File: config.mk
export PLATFORM = sky130hd
export DESIGN_NAME = pr_compute_unit
export DESIGN_NICKNAME = d
export VERILOG_FILES = /design/src/mem_pkg.sv /design/src/graph_pkg.sv /design/src/sync_fifo.sv /design/src/vertex_control.sv /design/src/edge_read_issuer.sv /design/src/read_command_port.sv /design/src/rank_accumulator.sv /design/src/pr_compute_unit.sv
export SDC_FILE = /design/constraint.sdc
export NUM_CORES = 2
export LEC_CHECK = 0
export ABC_AREA = 1
export BUFFER_PORTS_ARGS = -buffer_cell sky130_fd_sc_hd__buf_2
export CAP_MARGIN = 5
export CORE_UTILIZATION = 62
export DETAILED_ROUTE_END_ITERATION = 7
export PLACE_DENSITY = 0.81
export SETUP_SLACK_MARGIN = 0.05
export SLEW_MARGIN = 10
export SYNTH_ARGS = -nofsm -noshare
export SYNTH_HDL_FRONTEND = slang
export SYNTH_HIERARCHICAL = 1
export SYNTH_SLANG_ARGS = --single-unit
File: constraint.sdc
create_clock -name clock -period 8.55 [get_ports clock]
set_input_delay 0.855 -clock clock [delete_from_list [all_inputs] [get_ports clock]]
set_output_delay 0.855 -clock clock [all_outputs]
set_load 0.02 [all_outputs]
File: src/mem_pkg.sv
////////////////////////////////////////////////////////////////////////////
// Memory side types: address and data words, read command and read data
////////////////////////////////////////////////////////////////////////////

package mem_pkg;

	localparam int ADDR_WIDTH = 32;
	localparam int DATA_WIDTH = 32;

	// Word address, not byte address
	typedef logic [ADDR_WIDTH-1:0] addr_t;

	// Same width as a graph rank word
	typedef logic [DATA_WIDTH-1:0] data_t;

	typedef struct packed {
		logic  valid;
		addr_t address;
	} read_cmd_t;

	// Returned word, order not tied to command order
	typedef struct packed {
		logic  valid;
		data_t data;
	} read_data_t;

endpackage

File: src/graph_pkg.sv
////////////////////////////////////////////////////////////////////////////
// Graph types for the PageRank vertex compute unit
// Vertex job and rank write result
////////////////////////////////////////////////////////////////////////////

package graph_pkg;

	localparam int VERTEX_ID_WIDTH = 32;
	localparam int DEGREE_WIDTH    = 16;
	localparam int RANK_WIDTH      = 32;

	typedef logic [VERTEX_ID_WIDTH-1:0] vertex_id_t;

	// Out-degree, also used as the edge count
	typedef logic [DEGREE_WIDTH-1:0] degree_t;

	// Fixed-point rank contribution and sum
	typedef logic [RANK_WIDTH-1:0] rank_t;

	// Job from the host, one per vertex
	typedef struct packed {
		logic           valid;
		vertex_id_t     vertex_id;
		mem_pkg::addr_t edge_base;
		degree_t        out_degree;
	} vertex_job_t;

	// Result of one vertex
	typedef struct packed {
		logic       valid;
		vertex_id_t vertex_id;
		rank_t      rank_sum;
	} rank_write_t;

endpackage

File: src/sync_fifo.sv
////////////////////////////////////////////////////////////////////////////
// Show-ahead synchronous FIFO with occupancy count
////////////////////////////////////////////////////////////////////////////

`timescale 1ns/1ps

module sync_fifo #(
	parameter int WIDTH = 32,
	parameter int DEPTH = 16
) (
	input  logic             clock,
	input  logic             rstn,
	input  logic             push,
	input  logic [WIDTH-1:0] data_in,
	output logic             full,
	input  logic             pop,
	output logic [WIDTH-1:0] data_out,
	output logic             empty
);

	localparam int PTR_WIDTH   = (DEPTH > 1) ? $clog2(DEPTH) : 1;
	localparam int COUNT_WIDTH = $clog2(DEPTH + 1);

	logic [WIDTH-1:0]       mem [DEPTH];
	logic [PTR_WIDTH-1:0]   wr_ptr;
	logic [PTR_WIDTH-1:0]   rd_ptr;
	logic [COUNT_WIDTH-1:0] count;
	logic                   do_push;
	logic                   do_pop;

	// Wraps at DEPTH, so any depth works
	function automatic logic [PTR_WIDTH-1:0] next_ptr(input logic [PTR_WIDTH-1:0] ptr);
		return (ptr == PTR_WIDTH'(DEPTH - 1)) ? '0 : ptr + 1'b1;
	endfunction

	assign full     = (count == COUNT_WIDTH'(DEPTH));
	assign empty    = (count == '0);
	assign do_push  = push && !full;
	assign do_pop   = pop && !empty;
	// Head word is always visible
	assign data_out = mem[rd_ptr];

	always_ff @(posedge clock) begin
		if (do_push) begin
			mem[wr_ptr] <= data_in;
		end
	end

	always_ff @(posedge clock or negedge rstn) begin
		if (!rstn) begin
			wr_ptr <= '0;
			rd_ptr <= '0;
			count  <= '0;
		end else begin
			if (do_push) begin
				wr_ptr <= next_ptr(wr_ptr);
			end
			if (do_pop) begin
				rd_ptr <= next_ptr(rd_ptr);
			end
			case ({do_push, do_pop})
				2'b10:   count <= count + 1'b1;
				2'b01:   count <= count - 1'b1;
				default: count <= count;
			endcase
		end
	end

endmodule

File: src/vertex_control.sv
////////////////////////////////////////////////////////////////////////////
// Idle/busy vertex controller and completed vertex counter
////////////////////////////////////////////////////////////////////////////

`timescale 1ns/1ps

module vertex_control (
	input  logic                   clock,
	input  logic                   rstn,
	input  graph_pkg::vertex_job_t buffer_head,
	input  logic                   buffer_empty,
	output logic                   buffer_pop,
	output graph_pkg::vertex_job_t current_job,
	output logic                   start,
	input  logic                   done,
	output logic                   vertex_job_request,
	output graph_pkg::vertex_id_t  vertex_num_counter
);

	typedef enum logic {
		state_idle,
		state_busy
	} state_t;

	state_t state;

	// Take the next job only with no vertex in flight
	assign buffer_pop = (state == state_idle) && !buffer_empty;

	always_ff @(posedge clock or negedge rstn) begin
		if (!rstn) begin
			state <= state_idle;
			start <= 1'b0;
		end else begin
			// Start follows the pop, when current_job is loaded
			start <= buffer_pop;
			case (state)
				state_idle: begin
					if (buffer_pop) begin
						state <= state_busy;
					end
				end
				state_busy: begin
					if (done) begin
						state <= state_idle;
					end
				end
				default: state <= state_idle;
			endcase
		end
	end

	always_ff @(posedge clock) begin
		if (buffer_pop) begin
			current_job <= buffer_head;
		end
	end

	////////////////////////////////////////////////////////////////////////////
	// Host request and vertex count
	////////////////////////////////////////////////////////////////////////////

	always_ff @(posedge clock or negedge rstn) begin
		if (!rstn) begin
			vertex_job_request <= 1'b0;
			vertex_num_counter <= '0;
		end else begin
			vertex_job_request <= buffer_empty;
			if (done) begin
				vertex_num_counter <= vertex_num_counter + 1'b1;
			end
		end
	end

endmodule

File: src/edge_read_issuer.sv
////////////////////////////////////////////////////////////////////////////
// Edge read issuer, one read command per edge of the current vertex
////////////////////////////////////////////////////////////////////////////

`timescale 1ns/1ps

module edge_read_issuer (
	input  logic                   clock,
	input  logic                   rstn,
	input  logic                   start,
	input  graph_pkg::vertex_job_t current_job,
	input  logic                   cmd_full,
	output logic                   cmd_push,
	output mem_pkg::read_cmd_t     cmd
);

	import graph_pkg::*;
	import mem_pkg::*;

	addr_t   next_addr;
	degree_t remaining;

	// Stall on a full command FIFO, address holds until accepted
	assign cmd_push = (remaining != '0) && !cmd_full;
	assign cmd      = '{valid: cmd_push, address: next_addr};

	always_ff @(posedge clock) begin
		if (start) begin
			next_addr <= current_job.edge_base;
		end else if (cmd_push) begin
			next_addr <= next_addr + 1'b1;
		end
	end

	// Previous vertex has issued everything before its done,
	// so start never meets a non-zero count
	always_ff @(posedge clock or negedge rstn) begin
		if (!rstn) begin
			remaining <= '0;
		end else if (start) begin
			remaining <= current_job.out_degree;
		end else if (cmd_push) begin
			remaining <= remaining - 1'b1;
		end
	end

endmodule

File: src/read_command_port.sv
////////////////////////////////////////////////////////////////////////////
// Read command buffer with bus request/grant and registered output
////////////////////////////////////////////////////////////////////////////

`timescale 1ns/1ps

module read_command_port #(
	parameter int CMD_FIFO_DEPTH = 8
) (
	input  logic               clock,
	input  logic               rstn,
	input  logic               cmd_push,
	input  mem_pkg::read_cmd_t cmd,
	output logic               cmd_full,
	input  logic               read_command_bus_grant,
	output logic               read_command_bus_request,
	output mem_pkg::read_cmd_t read_command_out
);

	import mem_pkg::*;

	addr_t head_addr;
	logic  cmd_empty;
	logic  cmd_pop;

	// Grant alone does nothing
	assign cmd_pop = read_command_bus_request && read_command_bus_grant;

	sync_fifo #(
		.WIDTH($bits(addr_t)),
		.DEPTH(CMD_FIFO_DEPTH)
	) cmd_fifo (
		.clock   (clock),
		.rstn    (rstn),
		.push    (cmd_push),
		.data_in (cmd.address),
		.full    (cmd_full),
		.pop     (cmd_pop),
		.data_out(head_addr),
		.empty   (cmd_empty)
	);

	// Request drops for one cycle after each pop, so a raised
	// request always has a word behind it
	always_ff @(posedge clock or negedge rstn) begin
		if (!rstn) begin
			read_command_bus_request <= 1'b0;
			read_command_out         <= '0;
		end else begin
			read_command_bus_request <= !cmd_empty && !cmd_pop;
			read_command_out         <= '{valid: cmd_pop, address: head_addr};
		end
	end

endmodule

File: src/rank_accumulator.sv
////////////////////////////////////////////////////////////////////////////
// Rank accumulator, sums returned words and emits the vertex result
////////////////////////////////////////////////////////////////////////////

`timescale 1ns/1ps

module rank_accumulator (
	input  logic                   clock,
	input  logic                   rstn,
	input  logic                   start,
	input  graph_pkg::vertex_job_t current_job,
	input  mem_pkg::read_data_t    read_data_in,
	output logic                   done,
	output graph_pkg::rank_write_t rank_write_out
);

	import graph_pkg::*;

	logic    active;
	rank_t   sum;
	degree_t received;
	logic    data_hit;
	rank_t   sum_next;
	degree_t received_next;
	logic    finish;

	// Words outside an active vertex are dropped
	assign data_hit      = active && read_data_in.valid;
	assign sum_next      = data_hit ? sum + rank_t'(read_data_in.data) : sum;
	assign received_next = data_hit ? received + 1'b1 : received;
	// Last word goes straight into the result
	assign finish        = active && (received_next == current_job.out_degree);

	always_ff @(posedge clock) begin
		if (start) begin
			sum      <= '0;
			received <= '0;
		end else begin
			sum      <= sum_next;
			received <= received_next;
		end
	end

	always_ff @(posedge clock or negedge rstn) begin
		if (!rstn) begin
			active         <= 1'b0;
			done           <= 1'b0;
			rank_write_out <= '0;
		end else begin
			done                 <= 1'b0;
			rank_write_out.valid <= 1'b0;
			if (start) begin
				if (current_job.out_degree == '0) begin
					// No edges, retire on the next edge
					done           <= 1'b1;
					rank_write_out <= '{valid: 1'b1, vertex_id: current_job.vertex_id,
						rank_sum: '0};
				end else begin
					active <= 1'b1;
				end
			end else if (finish) begin
				active         <= 1'b0;
				done           <= 1'b1;
				rank_write_out <= '{valid: 1'b1, vertex_id: current_job.vertex_id,
					rank_sum: sum_next};
			end
		end
	end

endmodule

File: src/pr_compute_unit.sv
////////////////////////////////////////////////////////////////////////////
// PageRank vertex compute unit top level
// Input register, vertex buffer, control and datapath instances
////////////////////////////////////////////////////////////////////////////

`timescale 1ns/1ps

module pr_compute_unit #(
	parameter int VERTEX_FIFO_DEPTH = 16,
	parameter int CMD_FIFO_DEPTH    = 8
) (
	input  logic                   clock,
	input  logic                   rstn,
	input  graph_pkg::vertex_job_t vertex_job,
	output logic                   vertex_job_request,
	input  logic                   read_command_bus_grant,
	output logic                   read_command_bus_request,
	output mem_pkg::read_cmd_t     read_command_out,
	input  mem_pkg::read_data_t    read_data_in,
	output graph_pkg::rank_write_t rank_write_out,
	output graph_pkg::vertex_id_t  vertex_num_counter
);

	import graph_pkg::*;
	import mem_pkg::*;

	vertex_job_t job_reg;
	vertex_job_t buffer_head;
	vertex_job_t current_job;
	logic        buffer_full;
	logic        buffer_empty;
	logic        buffer_pop;
	logic        start;
	logic        done;
	logic        cmd_push;
	logic        cmd_full;
	read_cmd_t   cmd;

	always_ff @(posedge clock or negedge rstn) begin
		if (!rstn) begin
			job_reg <= '0;
		end else begin
			job_reg <= vertex_job;
		end
	end

	////////////////////////////////////////////////////////////////////////////
	// Vertex buffer
	////////////////////////////////////////////////////////////////////////////

	sync_fifo #(
		.WIDTH($bits(vertex_job_t)),
		.DEPTH(VERTEX_FIFO_DEPTH)
	) vertex_buffer (
		.clock   (clock),
		.rstn    (rstn),
		.push    (job_reg.valid && !buffer_full),
		.data_in (job_reg),
		.full    (buffer_full),
		.pop     (buffer_pop),
		.data_out(buffer_head),
		.empty   (buffer_empty)
	);

	vertex_control u_vertex_control (
		.clock             (clock),
		.rstn              (rstn),
		.buffer_head       (buffer_head),
		.buffer_empty      (buffer_empty),
		.buffer_pop        (buffer_pop),
		.current_job       (current_job),
		.start             (start),
		.done              (done),
		.vertex_job_request(vertex_job_request),
		.vertex_num_counter(vertex_num_counter)
	);

	////////////////////////////////////////////////////////////////////////////
	// Datapath, one vertex in flight
	////////////////////////////////////////////////////////////////////////////

	edge_read_issuer u_edge_read_issuer (
		.clock      (clock),
		.rstn       (rstn),
		.start      (start),
		.current_job(current_job),
		.cmd_full   (cmd_full),
		.cmd_push   (cmd_push),
		.cmd        (cmd)
	);

	read_command_port #(
		.CMD_FIFO_DEPTH(CMD_FIFO_DEPTH)
	) u_read_command_port (
		.clock                   (clock),
		.rstn                    (rstn),
		.cmd_push                (cmd_push),
		.cmd                     (cmd),
		.cmd_full                (cmd_full),
		.read_command_bus_grant  (read_command_bus_grant),
		.read_command_bus_request(read_command_bus_request),
		.read_command_out        (read_command_out)
	);

	rank_accumulator u_rank_accumulator (
		.clock         (clock),
		.rstn          (rstn),
		.start         (start),
		.current_job   (current_job),
		.read_data_in  (read_data_in),
		.done          (done),
		.rank_write_out(rank_write_out)
	);

endmodule

# Word level (Yosys, flattened, before mapping)

Memory sizes are Yosys's and may differ from the RTL's. A register that Yosys moved wholly into a read port is not among the register bits.
Index checks and enable logic that the tools add are counted.

Reductions and logical operators: 27
Eq/ne operators: 13
Multipliers: 0
Add/sub/neg operators: 13
Bitwise operators: 1
Shift operators: 0
Mux-type cells: 28
Divide/modulo/power cells: 0
Magnitude comparators: 0

Operator list:

| cell                    | number |
|---|---|
| $mux W65                | 3 |
| $mux W32                | 3 |
| $add A32 B1 Y32 const B | 2 |
| $mux W16                | 3 |
| $add A32 B32 Y32        | 1 |
| $add A16 B1 Y16 const B | 1 |
| $eq A16 B16 Y1          | 1 |
| $logic_not A16 Y1       | 1 |
| $reduce_bool A16 Y1     | 1 |
| $sub A16 B1 Y16 const B | 1 |
| $add A4 B1 Y4 const B   | 3 |
| $eq A4 B4 Y1 const B    | 3 |
| $mux W1                 | 12 |
| $logic_and A1 B1 Y1     | 11 |
| $pmux W5 S2             | 1 |
| $mux W4                 | 2 |
| $pmux W4 S2             | 1 |
| $reduce_bool A2 Y1      | 4 |
| $add A3 B1 Y3 const B   | 2 |
| $eq A3 B3 Y1 const B    | 2 |
| $logic_not A1 Y1        | 6 |
| $mux W3                 | 2 |
| $add A5 B1 Y5 const B   | 1 |
| $eq A5 B5 Y1 const B    | 1 |
| 10 further kinds        | 14 |

RAM bits: 1552
Memories kept: 2
Input port bits: 117
Register bits: 304
Logic and storage cells: 109
Latch bits: 0
ROM bits: 0

Memories:

| memory                           | depth | bits a word | read ports | clocked after Yosys merged registers in | wr ports | RTL line        | source |
|---|---|---|---|---|---|---|---|
| vertex_buffer.mem                | 16    | 81          | 1          | 1                                       | 1        | sync_fifo.sv:24 | `logic [WIDTH-1:0] mem [DEPTH];` |
| u_read_command_port.cmd_fifo.mem | 8     | 32          | 1          | 1                                       | 1        | sync_fifo.sv:24 |  |

# Longest topological paths before layout

Depth after elaboration: 6
Gate-level depth with buffers: 17
Mapped depth without buffers: 17

# Cells and area by module

The synthesis kept the hierarchy.

By module, submodules not included:

| module                                   | cells each | times used | area an instance (µm²) |
|---|---|---|---|
| sync_fifo (vertex_buffer)                | 5652       | 1          | 56885.8 |
| sync_fifo (u_read_command_port.cmd_fifo) | 1194       | 1          | 11653.7 |
| rank_accumulator                         | 1087       | 1          | 7159.4 |
| vertex_control                           | 294        | 1          | 4241.6 |
| edge_read_issuer                         | 502        | 1          | 3422.0 |
| pr_compute_unit                          | 83         | 1          | 2037.0 |
| read_command_port                        | 37         | 1          | 867.1 |

# Worst setup path before layout

OpenSTA, ideal clock, no wires.

Path type: flip-flop to flip-flop
Start: reg vertex_buffer.count[0]
End: reg vertex_buffer.count[4]
Library setup time: 0.117 ns
Path slack: 2.502 ns
Cell stages (with the launch flop): 14
Arrival time: 5.931 ns
Clock period less this slack: 6.048 ns
Data required time: 8.433 ns
Path through: dfrtp_1 > inv_1 > nand4_1 > inv_1 > nor2_1 > nand2_1 > inv_1 > ha_1 > ha_1 > or2_2 > nand3_1 > nand2_1 > nand2_1 > nand2_1

Cells in the longest elaborated chain, start to end: 6

RTL lines:

| item                                              | RTL line              | source |
|---|---|---|
| start, declared                                   | sync_fifo.sv:27       | `logic [COUNT_WIDTH-1:0] count;` |
| start signal, assigned                            | sync_fifo.sv:62       | `2'b10: count <= count + 1'b1;` |
| start signal, assigned                            | sync_fifo.sv:63       | `2'b01: count <= count - 1'b1;` |
| start signal, assigned                            | sync_fifo.sv:64       | `default: count <= count;` |
| $logic_not A5 Y1 *                                | sync_fifo.sv:37       | `assign empty = (count == '0);` |
| via buffer_empty                                  | pr_compute_unit.sv:31 | `logic buffer_empty;` |
| $logic_not A1 Y1 *                                | vertex_control.sv:28  | `assign buffer_pop = (state == state_idle) && !buffer_empty;` |
| $logic_and A1 B1 Y1 *                             | vertex_control.sv:28  |  |
| via buffer_pop                                    | pr_compute_unit.sv:32 | `logic buffer_pop;` |
| $logic_and A1 B1 Y1 *                             | sync_fifo.sv:39       | `assign do_pop = pop && !empty;` |
| via vertex_buffer.do_pop                          | sync_fifo.sv:29       | `logic do_pop;` |
| $eq A2 B1 Y1 or $eq A2 B2 Y1 (tied branches)      | sync_fifo.sv:61       | `case ({do_push, do_pop})` |
| $pmux W5 S2 or $reduce_bool A2 Y1 (tied branches) | --                    |  |

Mark *: on every way through the listed nets, which the timed path passes. The rest lies on a longest branch.
A chain may end at the register's enable or synchronous reset.

# Final worst setup path

Start: reg vertex_buffer.count[0]
End: mem vertex_buffer/mem[11][72] (netlist bit) (enable)

Cells in the longest elaborated chain, start to end: 6

RTL lines:

| item                            | RTL line                               | source |
|---|---|---|
| $eq A5 B5 Y1 *                  | sync_fifo.sv:36                        | `assign full = (count == COUNT_WIDTH'(DEPTH));` |
| via buffer_full                 | pr_compute_unit.sv:30                  | `logic buffer_full;` |
| $logic_not A1 Y1 *              | sync_fifo.sv:38, pr_compute_unit.sv:57 |  |
| $logic_and A1 B1 Y1             | pr_compute_unit.sv:57                  | `.push (job_reg.valid && !buffer_full),` |
| $logic_and A1 B1 Y1 *           | sync_fifo.sv:38                        | `assign do_push = push && !full;` |
| $mux W1 *                       | sync_fifo.sv:44                        | `if (do_push) begin` |
| $mux W1 (implied by the code) * | sync_fifo.sv:45                        | `mem[wr_ptr] <= data_in;` |
| end, declared                   | sync_fifo.sv:24                        |  |

Marks and branches as above.

==> flow_summary.ini <==
[run_status]
result_of_the_run = finished, violations left
failed_checks = DRC

[yosys]
syn_nets = 8953
yosysWarningCount = 6
syn-cell-area_um2 = 85600
mean_post_synth_cell_area_um2 = 9.74
synthCells = 8782

[detailed_routing]
vias = 60700
drt_drc_violations_left = 10
ant_nets = 0
avgViaCountPerCell = 5.57
detailedRoute.firstPassIterationCount = 8
drt_iter0_markers = 7188
detail_route.wl_per_cell_um = 19.6
postRouteWirelength_mm = 214

[power_and_ir_drop]
clock_power_share = 0.278
netSwitchingPower_uw = 10800
comb_power_share = 0.289
pwr_density_cell_nw_per_um2 = 320
switching_share = 0.359
cellLeakagePower_uw = 0.0427
pwr-share-seq = 0.433
internal_power_consumption_uw = 19400
max-vdd-ir-drop_mv = 0.237

[setup_path]
worst_ep_required_time_ns = 8.99
timing.critical_path.arrival_ns = 4.49
path_cells = inv_1 -> nand4_1 -> inv_1 -> nor2_2 -> nand2_1 -> inv_1 -> nand2_1 -> nor2_4 -> buf_4 -> buf_4
slowest_delay_ns = 0.89
timing.critical_path.mode_cell = sky130_fd_sc_hd__inv_1
startpoint_class = register
reg2reg_setup_slack_ns = 4.50
path_max_fanout = 33
crit_path_top_delay_cell = sky130_fd_sc_hd__nor2_4
worst-setup-path-type = register to register
timing.critical_path.to_type = register

[layout]
layout_cells_sized_above_1 = 0.0777
syn_to_final_growth_pct = 10.5
fill_cells = 9349
nNetsFinal = 9116
fin_cells = 10900
finish.utilization = 0.694
largest_reg_flops = 1280

[grt]
via_count_of_the_first_global_routing_pass = 59400
initial_antenna_violation_count = 11
global_route.overflow_total = 0
grt_use_total = 0.303
grt_max_degree = 199
grt_pass1_wl_mm = 326

[placement]
input_output_buffers = 248
preCtsSetupSlack_ns = 4.17
finalWeightedCongestion = 0.925
detailedPlacementHpwl_mm = 118
numPlacedInstances = 10500

[clocking]
post_cts_hold_buffer_count = 1
post_cts_buffers = 0
cts_inserted_buffers = 190
root_buffer = sky130_fd_sc_hd__clkbuf_16
insertion_delay_ns = 0.83
number_of_gates_given_a_new_drive_strength_after_cts = 0
tritoncts_clock_tree = done
cts_max_level = 4
clk_path_buf_depth = 3
cts.sinks = 1951
clk_transition_reported_paths_ns = 0.06

[flow_run]
maxCapViolations = 0

[sta]
setup_repair_after_global_routing_missed_its_margin = no
worst_slew_margin_rel = 0.217
timing.final.hold_violations = 0
number_of_setup_violations_in_the_final_report = 0
post-route-min-period_ns = 4.05
fin_ws_ns = 4.50
final_cycle_share = 0.474
clock-skew-final_ns = 0.0368
totalNegativeSetupSlack_ns = 0
worstMarginPinSlew_ns = 1.17
max_clock_freq_mhz = 247
final_max_slew_viol_count = 0

[die]
die-height_um = 373
dieWidth_um = 373
placementRows = 135
initial_core_utilization = 0.628
fp.coreArea_um2 = 136000
design.portCount = 249
die_area_um2 = 139000

[hold_path]
hold_path.class = input pin to register
==> final timing paths <==
kind,cells after the start,startpoint,endpoint
hold / removal,1,vertex_job[23],job_reg[23]
setup / recovery,10,vertex_buffer/count[0],vertex_buffer/mem[11][72]
max in group asynchronous,4,rstn,u_rank_accumulator/rank_write_out[5]
setup reg to reg,10,vertex_buffer/count[0],vertex_buffer/mem[11][72]
hold reg to reg,2,u_vertex_control/current_job[73],u_rank_accumulator/rank_write_out[57]
min in group asynchronous,2,rstn,job_reg[78]
==> through the flow <==
stage,power (uW),instance area [um^2],hold WS (ns)
4_1_cts,30200,94500,0.0695
2_1_floorplan,19200,85600,0.418
3_5_place_dp,21700,88200,0.429
5_1_grt,31700,94500,0.0946
6_report,30200,94500,0.125
3_3_place_gp,21400,88200,0.435
==> area by class of cell <==
cell class | instances | area (um^2) | area share
flip-flops and latches | 1951 | 56800 | 0.601
diodes | 3 | 7.51 | 0.0000794
inverters | 1540 | 5810 | 0.0614
well taps | 1781 | 2230 | 0.0236
multi-input cells | 4935 | 21400 | 0.226
clock inverters | 83 | 1010 | 0.0107
repair buffers | 327 | 1900 | 0.0201
clock buffers | 276 | 5330 | 0.0564
==> power by group through the flow <==
stage / Sequential [uW] / Combinational (uW) / Clock, uW
after global routing: 13200 / 9640 / 8850
after floorplan: 13000 / 6160 / 0
final: 13100 / 8750 / 8410
after detailed placement: 13200 / 8480 / 0
after global placement: 13200 / 8190 / 0
after CTS: 13100 / 8610 / 8490
==> layout by cell type, fill, tap and decap left out, types with 9 or more instances in the layout <==
cell type,count
sky130_fd_sc_hd__a21oi_1,55
sky130_fd_sc_hd__buf_2,247
sky130_fd_sc_hd__buf_4,74
sky130_fd_sc_hd__bufinv_16,14
sky130_fd_sc_hd__clkbuf_1,62
sky130_fd_sc_hd__clkbuf_16,191
sky130_fd_sc_hd__clkbuf_8,23
sky130_fd_sc_hd__clkinv_1,27
sky130_fd_sc_hd__clkinv_2,21
sky130_fd_sc_hd__dfrtp_1,249
sky130_fd_sc_hd__dfxtp_1,48
sky130_fd_sc_hd__edfxtp_1,1648
sky130_fd_sc_hd__ha_1,51
sky130_fd_sc_hd__inv_1,1521
sky130_fd_sc_hd__inv_2,11
sky130_fd_sc_hd__nand2_1,3039
sky130_fd_sc_hd__nand3_1,1023
sky130_fd_sc_hd__nand3b_1,16
sky130_fd_sc_hd__nand4_1,26
sky130_fd_sc_hd__nor2_1,469
sky130_fd_sc_hd__nor2_2,22
sky130_fd_sc_hd__nor2_4,24
sky130_fd_sc_hd__nor3_1,14
sky130_fd_sc_hd__o21ai_0,70
sky130_fd_sc_hd__o21bai_1,9
sky130_fd_sc_hd__xnor2_1,16
sky130_fd_sc_hd__xor2_1,29
==> layer usage <==
metal  part of all wire  track usage
met1               0.38        0.390
met2               0.49        0.512
met3              0.095       0.0448
met4              0.043        0.137
met5            0.00025            0
==> worst max-delay path: cells and delay by family, from the launching register on <==
family        cells  cell delay (ns)
flops             1             0.42
buf+inv           5             1.60
simple gates      5             1.54
(Power assumes the default switching activity.)
